==> src/mc_link_pkg.sv <==
package mc_link_pkg;

  // --------------------------------------------------------------------------
  // host link
  // --------------------------------------------------------------------------

  // word address and data width of the host request stream
  localparam int link_addr_width = 28;
  localparam int link_data_width = 32;

  typedef logic [link_addr_width-1:0] link_addr_t;
  typedef logic [link_data_width-1:0] link_data_t;

  // request opcodes seen on the host link
  typedef enum logic [1:0] {
    op_load  = 2'b00,
    op_store = 2'b01
  } link_op_e;

  // a store to this word marks a print-stat event
  localparam link_addr_t print_stat_addr = 28'h0001d0c;

  // --------------------------------------------------------------------------
  // reset and global counter
  // --------------------------------------------------------------------------

  // flops that reset passes through before the counter sees it
  // matches the reset pipeline inside the tile array
  localparam int reset_depth = 2;

  // free running cycle count for profiling and print-stat stamps
  localparam int global_ctr_width = 64;

  typedef logic [global_ctr_width-1:0] global_ctr_t;

endpackage
==> src/mc_print_stat_snoop.sv <==
`timescale 1ns/1ps

module mc_print_stat_snoop (
  input  logic                     core_clk,
  input  logic                     reset_i,
  input  logic                     host_req_v_i,
  input  mc_link_pkg::link_op_e    host_req_op_i,
  input  mc_link_pkg::link_addr_t  host_req_addr_i,
  input  mc_link_pkg::link_data_t  host_req_data_i,
  input  mc_link_pkg::global_ctr_t global_ctr_i,
  output logic                     print_stat_v_o,
  output mc_link_pkg::link_data_t  print_stat_tag_o,
  output mc_link_pkg::global_ctr_t print_stat_ctr_o
);

  // --------------------------------------------------------------------------
  // request qualification
  // --------------------------------------------------------------------------

  logic hit;

  // only stores to the print-stat word count, loads there are ignored
  assign hit = host_req_v_i
            && (host_req_op_i == mc_link_pkg::op_store)
            && (host_req_addr_i == mc_link_pkg::print_stat_addr);

  // --------------------------------------------------------------------------
  // marker registers
  // --------------------------------------------------------------------------

  logic                     stat_v_r;
  mc_link_pkg::link_data_t  stat_tag_r;
  mc_link_pkg::global_ctr_t stat_ctr_r;

  // pulse lands one cycle after the qualifying request
  always_ff @(posedge core_clk) begin
    if (reset_i) begin
      stat_v_r <= 1'b0;
    end else begin
      stat_v_r <= hit;
    end
  end

  // tag is the store data
  // counter snapshot is taken in the request cycle, held until the next hit
  always_ff @(posedge core_clk) begin
    if (hit) begin
      stat_tag_r <= host_req_data_i;
      stat_ctr_r <= global_ctr_i;
    end
  end

  assign print_stat_v_o   = stat_v_r;
  assign print_stat_tag_o = stat_tag_r;
  assign print_stat_ctr_o = stat_ctr_r;

  // back to back markers need a store to the print-stat word on the port
  // in each of the two cycles before
  stat_pulse_a: assert property (@(posedge core_clk) disable iff (reset_i)
    (print_stat_v_o && $past(print_stat_v_o))
      |-> ($past(host_req_v_i) && $past(host_req_v_i, 2)
        && ($past(host_req_op_i) == mc_link_pkg::op_store)
        && ($past(host_req_op_i, 2) == mc_link_pkg::op_store)
        && ($past(host_req_addr_i) == mc_link_pkg::print_stat_addr)
        && ($past(host_req_addr_i, 2) == mc_link_pkg::print_stat_addr))
  ) else $error("print-stat marker held without back to back stores");

endmodule

==> config.mk <==
export PLATFORM = sky130hd
export DESIGN_NAME = mc_print_stat_snoop
export DESIGN_NICKNAME = d
export VERILOG_FILES = /design/src/mc_link_pkg.sv /design/src/mc_print_stat_snoop.sv
export SDC_FILE = /design/constraint.sdc
export NUM_CORES = 1
export LEC_CHECK = 0
export BUFFER_PORTS_ARGS = -buffer_cell sky130_fd_sc_hd__buf_4
export CAP_MARGIN = 20
export CORE_ASPECT_RATIO = 0.9
export CORE_MARGIN = 5
export CORE_UTILIZATION = 42
export DETAILED_ROUTE_END_ITERATION = 8
export PLACE_DENSITY = 0.8
export SLEW_MARGIN = 25
export SYNTH_ARGS = -nofsm -noshare
export SYNTH_HDL_FRONTEND = slang
export SYNTH_SLANG_ARGS = --single-unit
==> constraint.sdc <==
create_clock -name core_clk -period 13.6 [get_ports core_clk]
set_input_delay 0 -clock core_clk [delete_from_list [all_inputs] [get_ports core_clk]]
set_output_delay 0 -clock core_clk [all_outputs]
set_load 0.02 [all_outputs]
==> impl_metrics.csv <==
group,metric,value,unit
outcome,status,"finished clean",
timing,relSlewSlack,0.5814,
logic_synthesis,synth-seq-cells,97,
route,drc,0,
place,portBuffers,225,
route,totalWireLength,12290,um
worst_setup_path,critPathArrivalTime,1.83,ns
layout,syn2layout_area_growth,100.2,%
route,drtIter0Drc,127,
worst_setup_path,end_kind,"flop",
logic_synthesis,ys_top_cells_by_area,"edfxtp_1, nor4b_2, dfxtp_1",
logic_synthesis,seq_area_frac_synth,0.9659,
hold_path,min_path_type,"in2reg",
global_route,track_usage,0.2772,
worst_setup_path,worstSetupPathType,"in2reg",
logic_synthesis,synthMostInstantiatedCell,"edfxtp_1",
logic_synthesis,syn_area,0.003005,sq mm
logic_synthesis,postSynthAreaPerCell,27.57,sq um
clocking,postCtsSetupBuffers,0,
layout,layout-drive-gt1-share,0.5489,
global_route,antenna_found_initial,3,
logic_synthesis,ys_types,11,
logic_synthesis,yosysTopAreaCellShare,0.9592,
timing,rsz0062_at_grt,"no",
global_route,grt.overflow.total,0,
place,place_congestion,0.7980,
global_route,grt_pass1_wl,17710,um
clocking,clk_pin_slew_worst_paths,0.13,ns
pwr,power,565.3,uW
pwr,p_leak,0.002491,uW
die,dieWidth,99.17,um
logic_synthesis,synth_enable_flop_cells,96,
timing,final.min_clock_period,1.787,ns
route,dr.pass1.iters,4,
route,final_antenna_net_count,0,
die,die-area,0.008950,sq mm
die,core,0.007003,sq mm
logic_synthesis,ys.flop_type,"edfxtp_1",
worst_setup_path,startpoint_type,"input port",
timing,hold_viol,0,
timing,tns,0,ns
logic_synthesis,synth_nets,238,
route,dr_total_vias,2634,
die,start_util,0.4292,
clocking,htree_levels,3,
timing,fin_crit_sh,0.1314,
logic_synthesis,yosysWarnings,0,
clocking,clockBufferDepth,2,
clocking,cts_sinks,97,
clocking,cts_tree,"yes",
die,die-height,90.25,um
logic_synthesis,synth_cells,109,
layout,nets,574,
logic_synthesis,synth_top_area_cell,"edfxtp_1",
global_route,grt_max_degree,50,
timing,setup_violations,0,
route,routed_via_density,4.824,
timing,tightestPinTransition,0.6279,ns
pwr,ir_worst_vdd,0.06470,mV
global_route,grt_pass1_vias,2966,
clocking,root_buffer,"clkbuf_8",
route,wire_per_inst,22.50,um
worst_setup_path,critPathMaxFanout,49,
die,rows,29,
worst_setup_path,worstPathRequired,13.65,ns
timing,finalMaxSlewViolations,0,
clocking,numCtsBuffers,9,
pwr,pwr_density_cell,93.96,mW/mm^2
run,maxCapViolations,0,
timing,fmax,0.5596,GHz
die,io_pins,226,
logic_synthesis,synth_common_cells,"edfxtp_1, nand4_1, nor4_1, nor4b_2",
logic_synthesis,async_reset_ff_frac,0,
[critical path: stages]
cell	delay, ns
buf_4	0.11
nor4b_1	0.40
nand4_1	0.30
nor2_4	0.14
buf_4	0.52
buf_12	0.33
[sequential cells by signal, indices dropped and copies added, names as in the netlist]
name / count
print_stat_ctr_o: 64
print_stat_v_o: 1
print_stat_tag_o: 32
[metal layers]
| metal | wire length [um] | vias to the layer above | GRT usage |
|---|---|---|---|
| met5 | 0 | - | 0 |
| met4 | 554 | 0 | 0.1286 |
| met2 | 6871 | 188 | 0.5078 |
| li1 | - | 1124 | - |
| met1 | 3784 | 1282 | 0.2772 |
| met3 | 1077 | 40 | 0.09575 |
[final timing paths]
| kind | end | from | slack [ns] | cells past startpoint |
|---|---|---|---|---|
| setup / recovery | print_stat_ctr_o[15]$_DFFE_PP_ | host_req_addr_i[19] | 11.81 | 6 |
| hold / removal | print_stat_ctr_o[23]$_DFFE_PP_ | global_ctr_i[23] | 0.33 | 2 |
[power by group]
group          internal [uW]  total [uW]  switching, uW
combinational           41.7        55.8           14.0
clock                   70.0         182            112
sequential               328         328    0.000000162
total                    440         565            126
[layout make-up]
type | count | area, sq um
Antenna cell | 3 | 7.507
Clock buffer | 9 | 123.9
Clock inverter | 7 | 57.56
Fill cell | 292 | 987.2
Multi-Input combinational cell | 12 | 110.1
Sequential cell | 97 | 2903
Tap cell | 93 | 116.4
Timing Repair Buffer | 325 | 2698
[per-stage QoR]
step	utilization	cell area, sq um	std cells	setup slack, ns	hold WS [ns]
2_1_floorplan	-	3005	109	8.591	0.06972
3_3_place_gp	0.6891	4826	428	11.53	0.1732
3_5_place_dp	0.6920	4846	429	11.57	0.1710
4_1_cts	0.8580	6008	543	11.94	0.3299
5_1_grt	0.8590	6016	546	11.70	0.3221
6_report	0.8590	6016	546	11.81	0.3297
[repair_timing]
action | 4_1_cts | 5_1_grt
hold endpoints to repair | 97 | 0
resized for setup | 0 | 0
hold buffers | 98 | 0
[cell families after synthesis]
| kind of cell | share of synthesized area |
|---|---|
| simple gates | 0.03414 |
| flops | 0.9659 |
[cells in the final DEF, fill, tap and decap left out]
cell / Yosys / layout
nor4b_2: 2 / 2
clkinv_4: 0 / 1
nor4bb_1: 1 / 1
inv_6: 0 / 5
nor2_4: 0 / 1
nor3_1: 1 / 1
dlygate4sd3_1: 0 / 98
diode_2: 0 / 3
buf_12: 0 / 1
clkbuf_8: 0 / 9
nor4_1: 2 / 2
dfxtp_1: 1 / 1
nor3_2: 1 / 1
edfxtp_1: 96 / 96
nor4b_1: 1 / 1
nand4_1: 2 / 2
and4b_1: 1 / 1
buf_4: 0 / 226
clkinv_2: 0 / 1
Power figures use the tool's default switching activity.
