**src/mc_link_pkg.sv**
```systemverilog
package mc_link_pkg;

  // --------------------------------------------------------------------------
  // host link
  // --------------------------------------------------------------------------

  // word address and data width of the host request stream
  localparam int link_addr_width = 28;
  localparam int link_data_width = 32;

  typedef logic [link_addr_width-1:0] link_addr_t;
  typedef logic [link_data_width-1:0] link_data_t;

  // request opcodes seen on the host link
  typedef enum logic [1:0] {
    op_load  = 2'b00,
    op_store = 2'b01
  } link_op_e;

  // a store to this word marks a print-stat event
  localparam link_addr_t print_stat_addr = 28'h0001d0c;

  // --------------------------------------------------------------------------
  // reset and global counter
  // --------------------------------------------------------------------------

  // flops that reset passes through before the counter sees it
  // matches the reset pipeline inside the tile array
  localparam int reset_depth = 2;

  // free running cycle count for profiling and print-stat stamps
  localparam int global_ctr_width = 64;

  typedef logic [global_ctr_width-1:0] global_ctr_t;

endpackage
```
**src/mc_reset_ctr.sv**
```systemverilog
`timescale 1ns/1ps

module mc_reset_ctr (
  input  logic                     core_clk,
  input  logic                     rst_n_i,
  output logic                     reset_dly_o,
  output mc_link_pkg::global_ctr_t global_ctr_o
);

  // --------------------------------------------------------------------------
  // reset delay chain
  // --------------------------------------------------------------------------

  // stage 0 takes the inverted pin, the last stage is the delayed reset
  logic [mc_link_pkg::reset_depth-1:0] reset_pipe_r;

  always_ff @(posedge core_clk) begin
    reset_pipe_r[0] <= ~rst_n_i;
    for (int i = 1; i < mc_link_pkg::reset_depth; i++) begin
      reset_pipe_r[i] <= reset_pipe_r[i-1];
    end
  end

  assign reset_dly_o = reset_pipe_r[mc_link_pkg::reset_depth-1];

  // --------------------------------------------------------------------------
  // global cycle counter
  // --------------------------------------------------------------------------

  mc_link_pkg::global_ctr_t ctr_r;

  // held at zero by the delayed reset, one step per edge afterwards
  always_ff @(posedge core_clk) begin
    if (reset_dly_o) begin
      ctr_r <= '0;
    end else begin
      ctr_r <= ctr_r + 1'b1;
    end
  end

  assign global_ctr_o = ctr_r;

  // pin high reset_depth+1 edges back means the delayed reset had cleared
  // in time for the last update, so the count moves by exactly one
  ctr_step_a: assert property (@(posedge core_clk)
    $past(rst_n_i, mc_link_pkg::reset_depth + 1)
      |-> (global_ctr_o == $past(global_ctr_o) + 1'b1)
  ) else $error("global counter did not advance by one");

endmodule

```
**config.mk**
```make
export PLATFORM = sky130hd
export DESIGN_NAME = mc_reset_ctr
export DESIGN_NICKNAME = d
export VERILOG_FILES = /design/src/mc_link_pkg.sv /design/src/mc_reset_ctr.sv
export SDC_FILE = /design/constraint.sdc
export NUM_CORES = 1
export LEC_CHECK = 0
export BUFFER_PORTS_ARGS = -buffer_cell sky130_fd_sc_hd__buf_4
export CORE_ASPECT_RATIO = 0.7
export CORE_UTILIZATION = 25
export CTS_BUF_LIST = sky130_fd_sc_hd__clkbuf_8
export DETAILED_ROUTE_END_ITERATION = 16
export PLACE_DENSITY = 0.53
export SLEW_MARGIN = 0
export SYNTH_ARGS = -nofsm -noshare
export SYNTH_HDL_FRONTEND = slang
export SYNTH_SLANG_ARGS = --single-unit
```
**constraint.sdc**
```tcl
create_clock -name core_clk -period 2.1 [get_ports core_clk]
set_input_delay 0 -clock core_clk [delete_from_list [all_inputs] [get_ports core_clk]]
set_output_delay 0 -clock core_clk [all_outputs]
set_load 0.005 [all_outputs]
```
==> results.tsv, run 1 <==
stage	metric	value	unit
drt	Routed Antenna Nets	0	
synth	Yosys top cell by area	dfxtp_1	
power_and_ir_drop	Psw	0.510	mW
placement	Post-DP HPWL	6.08	mm
global_route	first-pass GRT wire length	13.2	mm
drt	total routed wirelength	8.21	mm
synth	share of the synthesized area in the top cell type	44.1	%
power_and_ir_drop	Sw Share	22.5	%
sta	Sum Neg Setup Slack	0	ps
sta	max_slew headroom	67.5	%
placement	input/output buffers	66	
cells_and_area	# fillers	1219	
synth	Mapped Nets	347	
clocking	CTS max path bufs	2	
worst_setup_path	CP delay by family, top	simple AND/OR/NAND/NOR gates	
synth	Cells after Synth	344	
worst_setup_path	critical path capture point type	register	
power_and_ir_drop	Clk pwr share	41.9	%
synth	main area contributors after synthesis	dfxtp_1 (44%), xor2_1 (8.2%), nor2_1 (5.9%)	
sta	final worst slack	139	ps
clocking	CTS Sinks	66	
worst_setup_path	Worst EP arrival	2240	ps
worst_setup_path	cell count along the critical path	7	
clocking	CTS root buffer	clkbuf_8	
worst_setup_path	CP bufs+invs	2	
power_and_ir_drop	total chip power	2.27	mW
power_and_ir_drop	worst vdd ir	0.000254	V
sta	Max Clk Rate	510	MHz
sta	Period minus WS final	1960	ps
clocking	TritonCTS clock tree	yes	
power_and_ir_drop	leakage power	1.72	nW
die	die width	133	µm
die	number of placed I/O pins	67	
synth	Synth Area per Inst	8.70	µm²
die	Die Span Y	93.5	µm
placement	GPL Wtd Cong	0.746	
cells_and_area	footprint of the multi-input gates	1630	µm²
sta	Fin. Hold Viols	0	
synth	Distinct cells, synth	30	
cells_and_area	# diodes	0	
die	full die area	12400	µm²
global_route	vias in the first global route	2679	
synth	sequential area share after synthesis	44.1	%
worst_setup_path	largest driver fanout on the critical path	13	
placement	Placed Area	3960	µm²
sta	worst-margin pin slew	487	ps
drt	post-DR wirelength/cell	13.2	µm
hold_path	Hold Path Class	reg2reg	
die	core area	11700	µm²
synth	synthesized flop and latch total	66	
die	row count	33	
sta	Max Slew Vio Count	0	
power_and_ir_drop	Comb power frac	2.1	%
sta	Worst Skew	3.32	ps
drt	via count	2887	
drt	Via density	4.66	
clocking	Clock Latency Late Sink	340	ps
cells_and_area	fin util	36.1	%
flow_run	max-cap viol count	0	
global_route	All-Layer GR Usage	13.8	%
sta	Final Setup Violations	0	
power_and_ir_drop	sequential fraction of design power	56.1	%
power_and_ir_drop	Cell Int Power	1.76	mW
hold_path	worst hold path cell count	0	
power_and_ir_drop	pwr dens	537	nW/µm²
sta	Tcrit/Tclk final	93.4	%
clocking	Clk pin slew, worst setup/hold paths	70	ps
global_route	gr ovfl total	0	
synth	mapped cell area	2990	µm²
worst_setup_path	WS Path Type	reg2reg	
outcome	outcome	completed	
cells_and_area	sequential cell area	1330	µm²
global_route	largest net degree at the start of global routing	44	
worst_setup_path	Largest stage delay, worst path	380	ps
worst_setup_path	R2R depth	7	
cells_and_area	NumNets Final	462	
clocking	htree depth	3	
worst_setup_path	CP Data Required Time	2380	ps
die	initial core utilization	25.6	%
synth	Ys Warns	0	
clocking	Inserted Clock Buffers	9	
placement	DP Worst Slack	-121	ps
worst_setup_path	CP startpoint kind	register	
worst_setup_path	CP Cell Sequence	nand4_4, nor4_4, buf_6, nand3_2, buf_4, or3_1, a21oi_1	
drt	DR pass1 iterations	4	
drt	post-route DRC violation count	0	
drt	DRT iter0 DRCs	114	
cells_and_area	Layout area overhead	40.9	%
worst_setup_path	slowest stage cell, crit path	dfxtp_1	
cells_and_area	cell area after layout	4220	µm²
cells_and_area	layout cells sized above 1	30.9	%
global_route	initial antenna violation count	0	
==> cell type report <==
type | instances | area share, %
timing repair buffer | 114 | 20.7
clock buffer | 11 | 3.59
multi-input combinational | 262 | 38.6
inverter | 6 | 0.534
clock inverter | 4 | 0.445
sequential | 66 | 31.4
tap | 157 | 4.66
==> sequential cells by signal, indices dropped and copies added (netlist names) <==
register      cells
global_ctr_o     64
reset_pipe_r      2
==> repair_timing <==
item	CTS	global route
buffers inserted	5	2
setup endpoints to repair	14	27
cloned	0	0
pin swaps	4	5
gates resized for setup	1	5
hold buffers	1	0
hold endpoints to repair	1	0
==> cell families (layout without fill, tap and decap cells) <==
group / Yosys count / after routing / share of synthesized area, %
flip-flops: 66 / 66 / 44.1
AO/OA/AOI/OAI: 50 / 50 / 8.70
adder cells (fa/ha/maj): 1 / 1 / 0.418
XOR/XNOR: 37 / 37 / 10.8
buffers and inverters: 16 / 135 / 2.13
AND/OR/NAND/NOR: 174 / 174 / 33.8
==> worst paths after layout <==
| kind | startpoint | to | slack [ps] |
|---|---|---|---|
| setup / recovery | global_ctr_o[12]$_SDFF_PP0_ | global_ctr_o[42]$_SDFF_PP0_ | 140 |
| hold / removal | reset_pipe_r[0]$_DFF_P_ | reset_pipe_r[1]$_DFF_P_ | 330 |
| setup reg to reg | global_ctr_o[12]$_SDFF_PP0_ | global_ctr_o[42]$_SDFF_PP0_ | 140 |
| hold reg to reg | reset_pipe_r[0]$_DFF_P_ | reset_pipe_r[1]$_DFF_P_ | 330 |
==> stage by stage <==
stage,hold slack (ps),std cells
global placement,149,597
CTS,313,618
global route,333,620
floorplan,56.5,344
detailed placement,151,597
finish,328,620
==> routing by layer <==
layer  track usage (%)  wire length, µm
met1              19.3             4410
met2              19.3             3330
met3              4.23              351
met4              5.75              120
met5                 0                0
==> placed cells by master (no fill, tap or decap), types with 2 or more instances in the layout <==
cell type  count
buf_4        111
dfxtp_1       63
nor2_1        47
xor2_1        28
nand4_1       26
a21oi_1       25
nand3_1       22
or3_1         22
o21ai_0       21
nand2_1       20
clkbuf_8      11
xnor2_1        9
inv_1          7
and3_1         7
or4_1          6
nor4_4         4
nor3_1         4
o31ai_1        4
nor4_1         3
clkinv_2       3
dfxtp_2        3
nand4_2        2
nand4_4        2
and4_1         2
==> synth_stat cells <==
cell type,count
a21oi_1,25
and2_1,1
and3_1,7
and4_1,2
buf_1,2
buf_4,1
clkbuf_1,7
dfxtp_1,66
ha_1,1
inv_1,6
nand2_1,20
nand3_1,23
nand3_2,1
nand4_1,26
nand4_2,3
nand4_4,1
nor2_1,47
nor2b_1,1
nor3_1,4
nor3_2,1
nor3_4,1
nor4_1,3
nor4_4,4
o21ai_0,21
o31ai_1,4
or2_2,1
or3_1,22
or4_1,6
xnor2_1,9
xor2_1,28
==> power groups by stage <==
| stage | logic, mW | clock network (mW) | registers (mW) |
|---|---|---|---|
| after global placement | 0.0452 | 0 | 1.30 |
| final | 0.0470 | 0.949 | 1.27 |
| after global routing | 0.0515 | 1.05 | 1.27 |
| after detailed placement | 0.0460 | 0 | 1.30 |
| after CTS | 0.0477 | 0.994 | 1.27 |
| after floorplan | 0.0245 | 0 | 1.29 |
(Power assumes the default switching activity.)
==> run 2: changes to the inputs <==
--- a/config.mk
+++ b/config.mk
@@ -6,11 +6,13 @@
 export NUM_CORES = 1
 export LEC_CHECK = 0
 export BUFFER_PORTS_ARGS = -buffer_cell sky130_fd_sc_hd__buf_4
+export CELL_PAD_IN_SITES_DETAIL_PLACEMENT = 0
+export CELL_PAD_IN_SITES_GLOBAL_PLACEMENT = 1
 export CORE_ASPECT_RATIO = 0.7
 export CORE_UTILIZATION = 25
 export CTS_BUF_LIST = sky130_fd_sc_hd__clkbuf_8
 export DETAILED_ROUTE_END_ITERATION = 16
-export PLACE_DENSITY = 0.53
+export PLACE_DENSITY = 0.64
 export SLEW_MARGIN = 0
 export SYNTH_ARGS = -nofsm -noshare
 export SYNTH_HDL_FRONTEND = slang
==> results.tsv, run 2 (synthesis gave the netlist of run 1 again) <==
stage	metric	value	unit
clocking	Clk pin slew, worst setup/hold paths	70	ps
power_and_ir_drop	pwr dens	558	nW/µm²
worst_setup_path	CP bufs+invs	1	
flow_run	max-cap viol count	0	
clocking	TritonCTS clock tree	yes	
global_route	All-Layer GR Usage	14.2	%
worst_setup_path	largest driver fanout on the critical path	10	
global_route	vias in the first global route	2725	
worst_setup_path	CP startpoint kind	register	
drt	Routed Antenna Nets	0	
die	number of placed I/O pins	67	
drt	total routed wirelength	8.51	mm
worst_setup_path	worst reg2reg path startpoint	global_ctr_o[1]$_SDFF_PP0_	
sta	Period minus WS final	1980	ps
cells_and_area	commonest non-fill, non-tap cell in the layout	buf_4	
placement	Post-DP HPWL	6.26	mm
drt	Via density	4.85	
sta	Max Slew Vio Count	0	
worst_setup_path	Largest stage delay, worst path	520	ps
worst_setup_path	slowest stage cell, crit path	or4_1	
worst_setup_path	CP Data Required Time	2370	ps
worst_setup_path	WS Path Type	reg2reg	
drt	DR pass1 iterations	5	
placement	GPL Wtd Cong	0.776	
sta	RSZ-0062 raised after global routing	no	
die	row count	33	
drt	post-route DRC violation count	0	
power_and_ir_drop	total chip power	2.38	mW
sta	Fin. Hold Viols	0	
sta	Final Setup Violations	0	
cells_and_area	most frequent cells in the layout	buf_4 (112), dfxtp_1 (60), nor2_1 (47)	
global_route	GRT met2 Usage	20.5	%
die	core area	11700	µm²
clocking	CTS max path bufs	2	
drt	post-DR wirelength/cell	13.7	µm
sta	Sum Neg Setup Slack	0	ps
sta	final hold slack	335	ps
die	initial core utilization	25.6	%
global_route	initial antenna violation count	0	
die	die width	133	µm
worst_setup_path	CP delay by family, top	simple AND/OR/NAND/NOR gates	
clocking	htree depth	3	
drt	DRT iter0 DRCs	118	
power_and_ir_drop	worst vdd ir	0.000248	V
global_route	gr busiest metal	met2	
sta	Tcrit/Tclk final	94.1	%
die	Die Span Y	93.5	µm
sta	max_slew headroom	66.8	%
placement	input/output buffers	66	
sta	worst-margin pin slew	498	ps
outcome	outcome	completed	
clocking	CTS root buffer	clkbuf_8	
cells_and_area	# diodes	0	
cells_and_area	cell area after layout	4270	µm²
worst_setup_path	CP Cell Sequence	ha_1, nand4_1, nor3_4, buf_12, nand3_4, or4_1, a21oi_1	
sta	Max Clk Rate	506	MHz
drt	via count	3015	
clocking	Clock Latency Late Sink	340	ps
sta	Worst Skew	8.40	ps
global_route	largest net degree at the start of global routing	44	
power_and_ir_drop	leakage power	1.74	nW
placement	Placed Area	3950	µm²
global_route	met1 global-route usage	19.4	%
global_route	gr ovfl total	0	
cells_and_area	layout cells sized above 1	32.0	%
global_route	first-pass GRT wire length	13.7	mm
hold_path	min-delay src	reset_pipe_r[0]$_DFF_P_	
hold_path	Hold Path Class	reg2reg	
clocking	CTS Sinks	66	
global_route	met3 Use GR	5.64	%
die	full die area	12400	µm²
cells_and_area	Largest register FFs	64	
cells_and_area	NumNets Final	463	
worst_setup_path	crit path launch	global_ctr_o[1]$_SDFF_PP0_	
worst_setup_path	Worst EP arrival	2250	ps
worst_setup_path	critical path capture point type	register	
cells_and_area	Layout area overhead	42.8	%
clocking	Inserted Clock Buffers	9	
-- run 2: cell types whose count changed in the layout (fill, tap and decap cells not counted) --
cell,delta
dfxtp_1,-3
clkinv_2,-2
dfxtp_2,+3
buf_6,-1
buf_12,+1
nand3_1,-1
nand3_2,+1
clkbuf_8,+3
buf_4,+1
-- run 2: worst paths after layout --
kind	to	slack, ps	cells past startpoint
setup / recovery	global_ctr_o[62]$_SDFF_PP0_	120	7
hold / removal	reset_pipe_r[1]$_DFF_P_	330	0
setup reg to reg	global_ctr_o[62]$_SDFF_PP0_	120	7
hold reg to reg	reset_pipe_r[1]$_DFF_P_	330	0
-- run 2: per-stage QoR --
stage	setup WS (ps)	std cells	util, %
2_1_floorplan	113	344	-
3_3_place_gp	71.5	596	33.8
3_5_place_dp	-51.8	596	33.8
4_1_cts	-3.44	618	35.9
5_1_grt	3.71	622	36.6
6_report	123	622	36.6
-- run 2: final cells by class --
cell class	instances	area, µm²
Fill cell	1226	7410
Multi-Input combinational cell	262	1630
Sequential cell	66	1330
Timing Repair Buffer	115	891
Tap cell	157	196
Clock buffer	14	193
Inverter	6	22.5
Clock inverter	2	8.76
-- run 2: power breakdown --
part	switching (mW)	internal, mW	total, mW
Sequential	0.0126	1.26	1.27
Clock	0.480	0.585	1.07
Combinational	0.0248	0.0220	0.0468
Total	0.517	1.87	2.38
-- run 2: timing repair --
| action | in CTS | in global routing |
|---|---|---|
| hold endpoints to repair | 1 | 0 |
| cloned | 0 | 0 |
| pin swaps | 3 | 4 |
| hold buffers | 1 | 0 |
| setup buffers | 5 | 4 |
| gates resized for setup | 0 | 9 |
| endpoints found under the setup margin | 11 | 17 |
-- run 2: layer usage --
| layer | share of wire [%] | routed length [µm] |
|---|---|---|
| met3 | 6.8 | 578 |
| met2 | 41 | 3490 |
| met5 | 0 | 0 |
| met1 | 52 | 4380 |
| met4 | 0.63 | 54 |
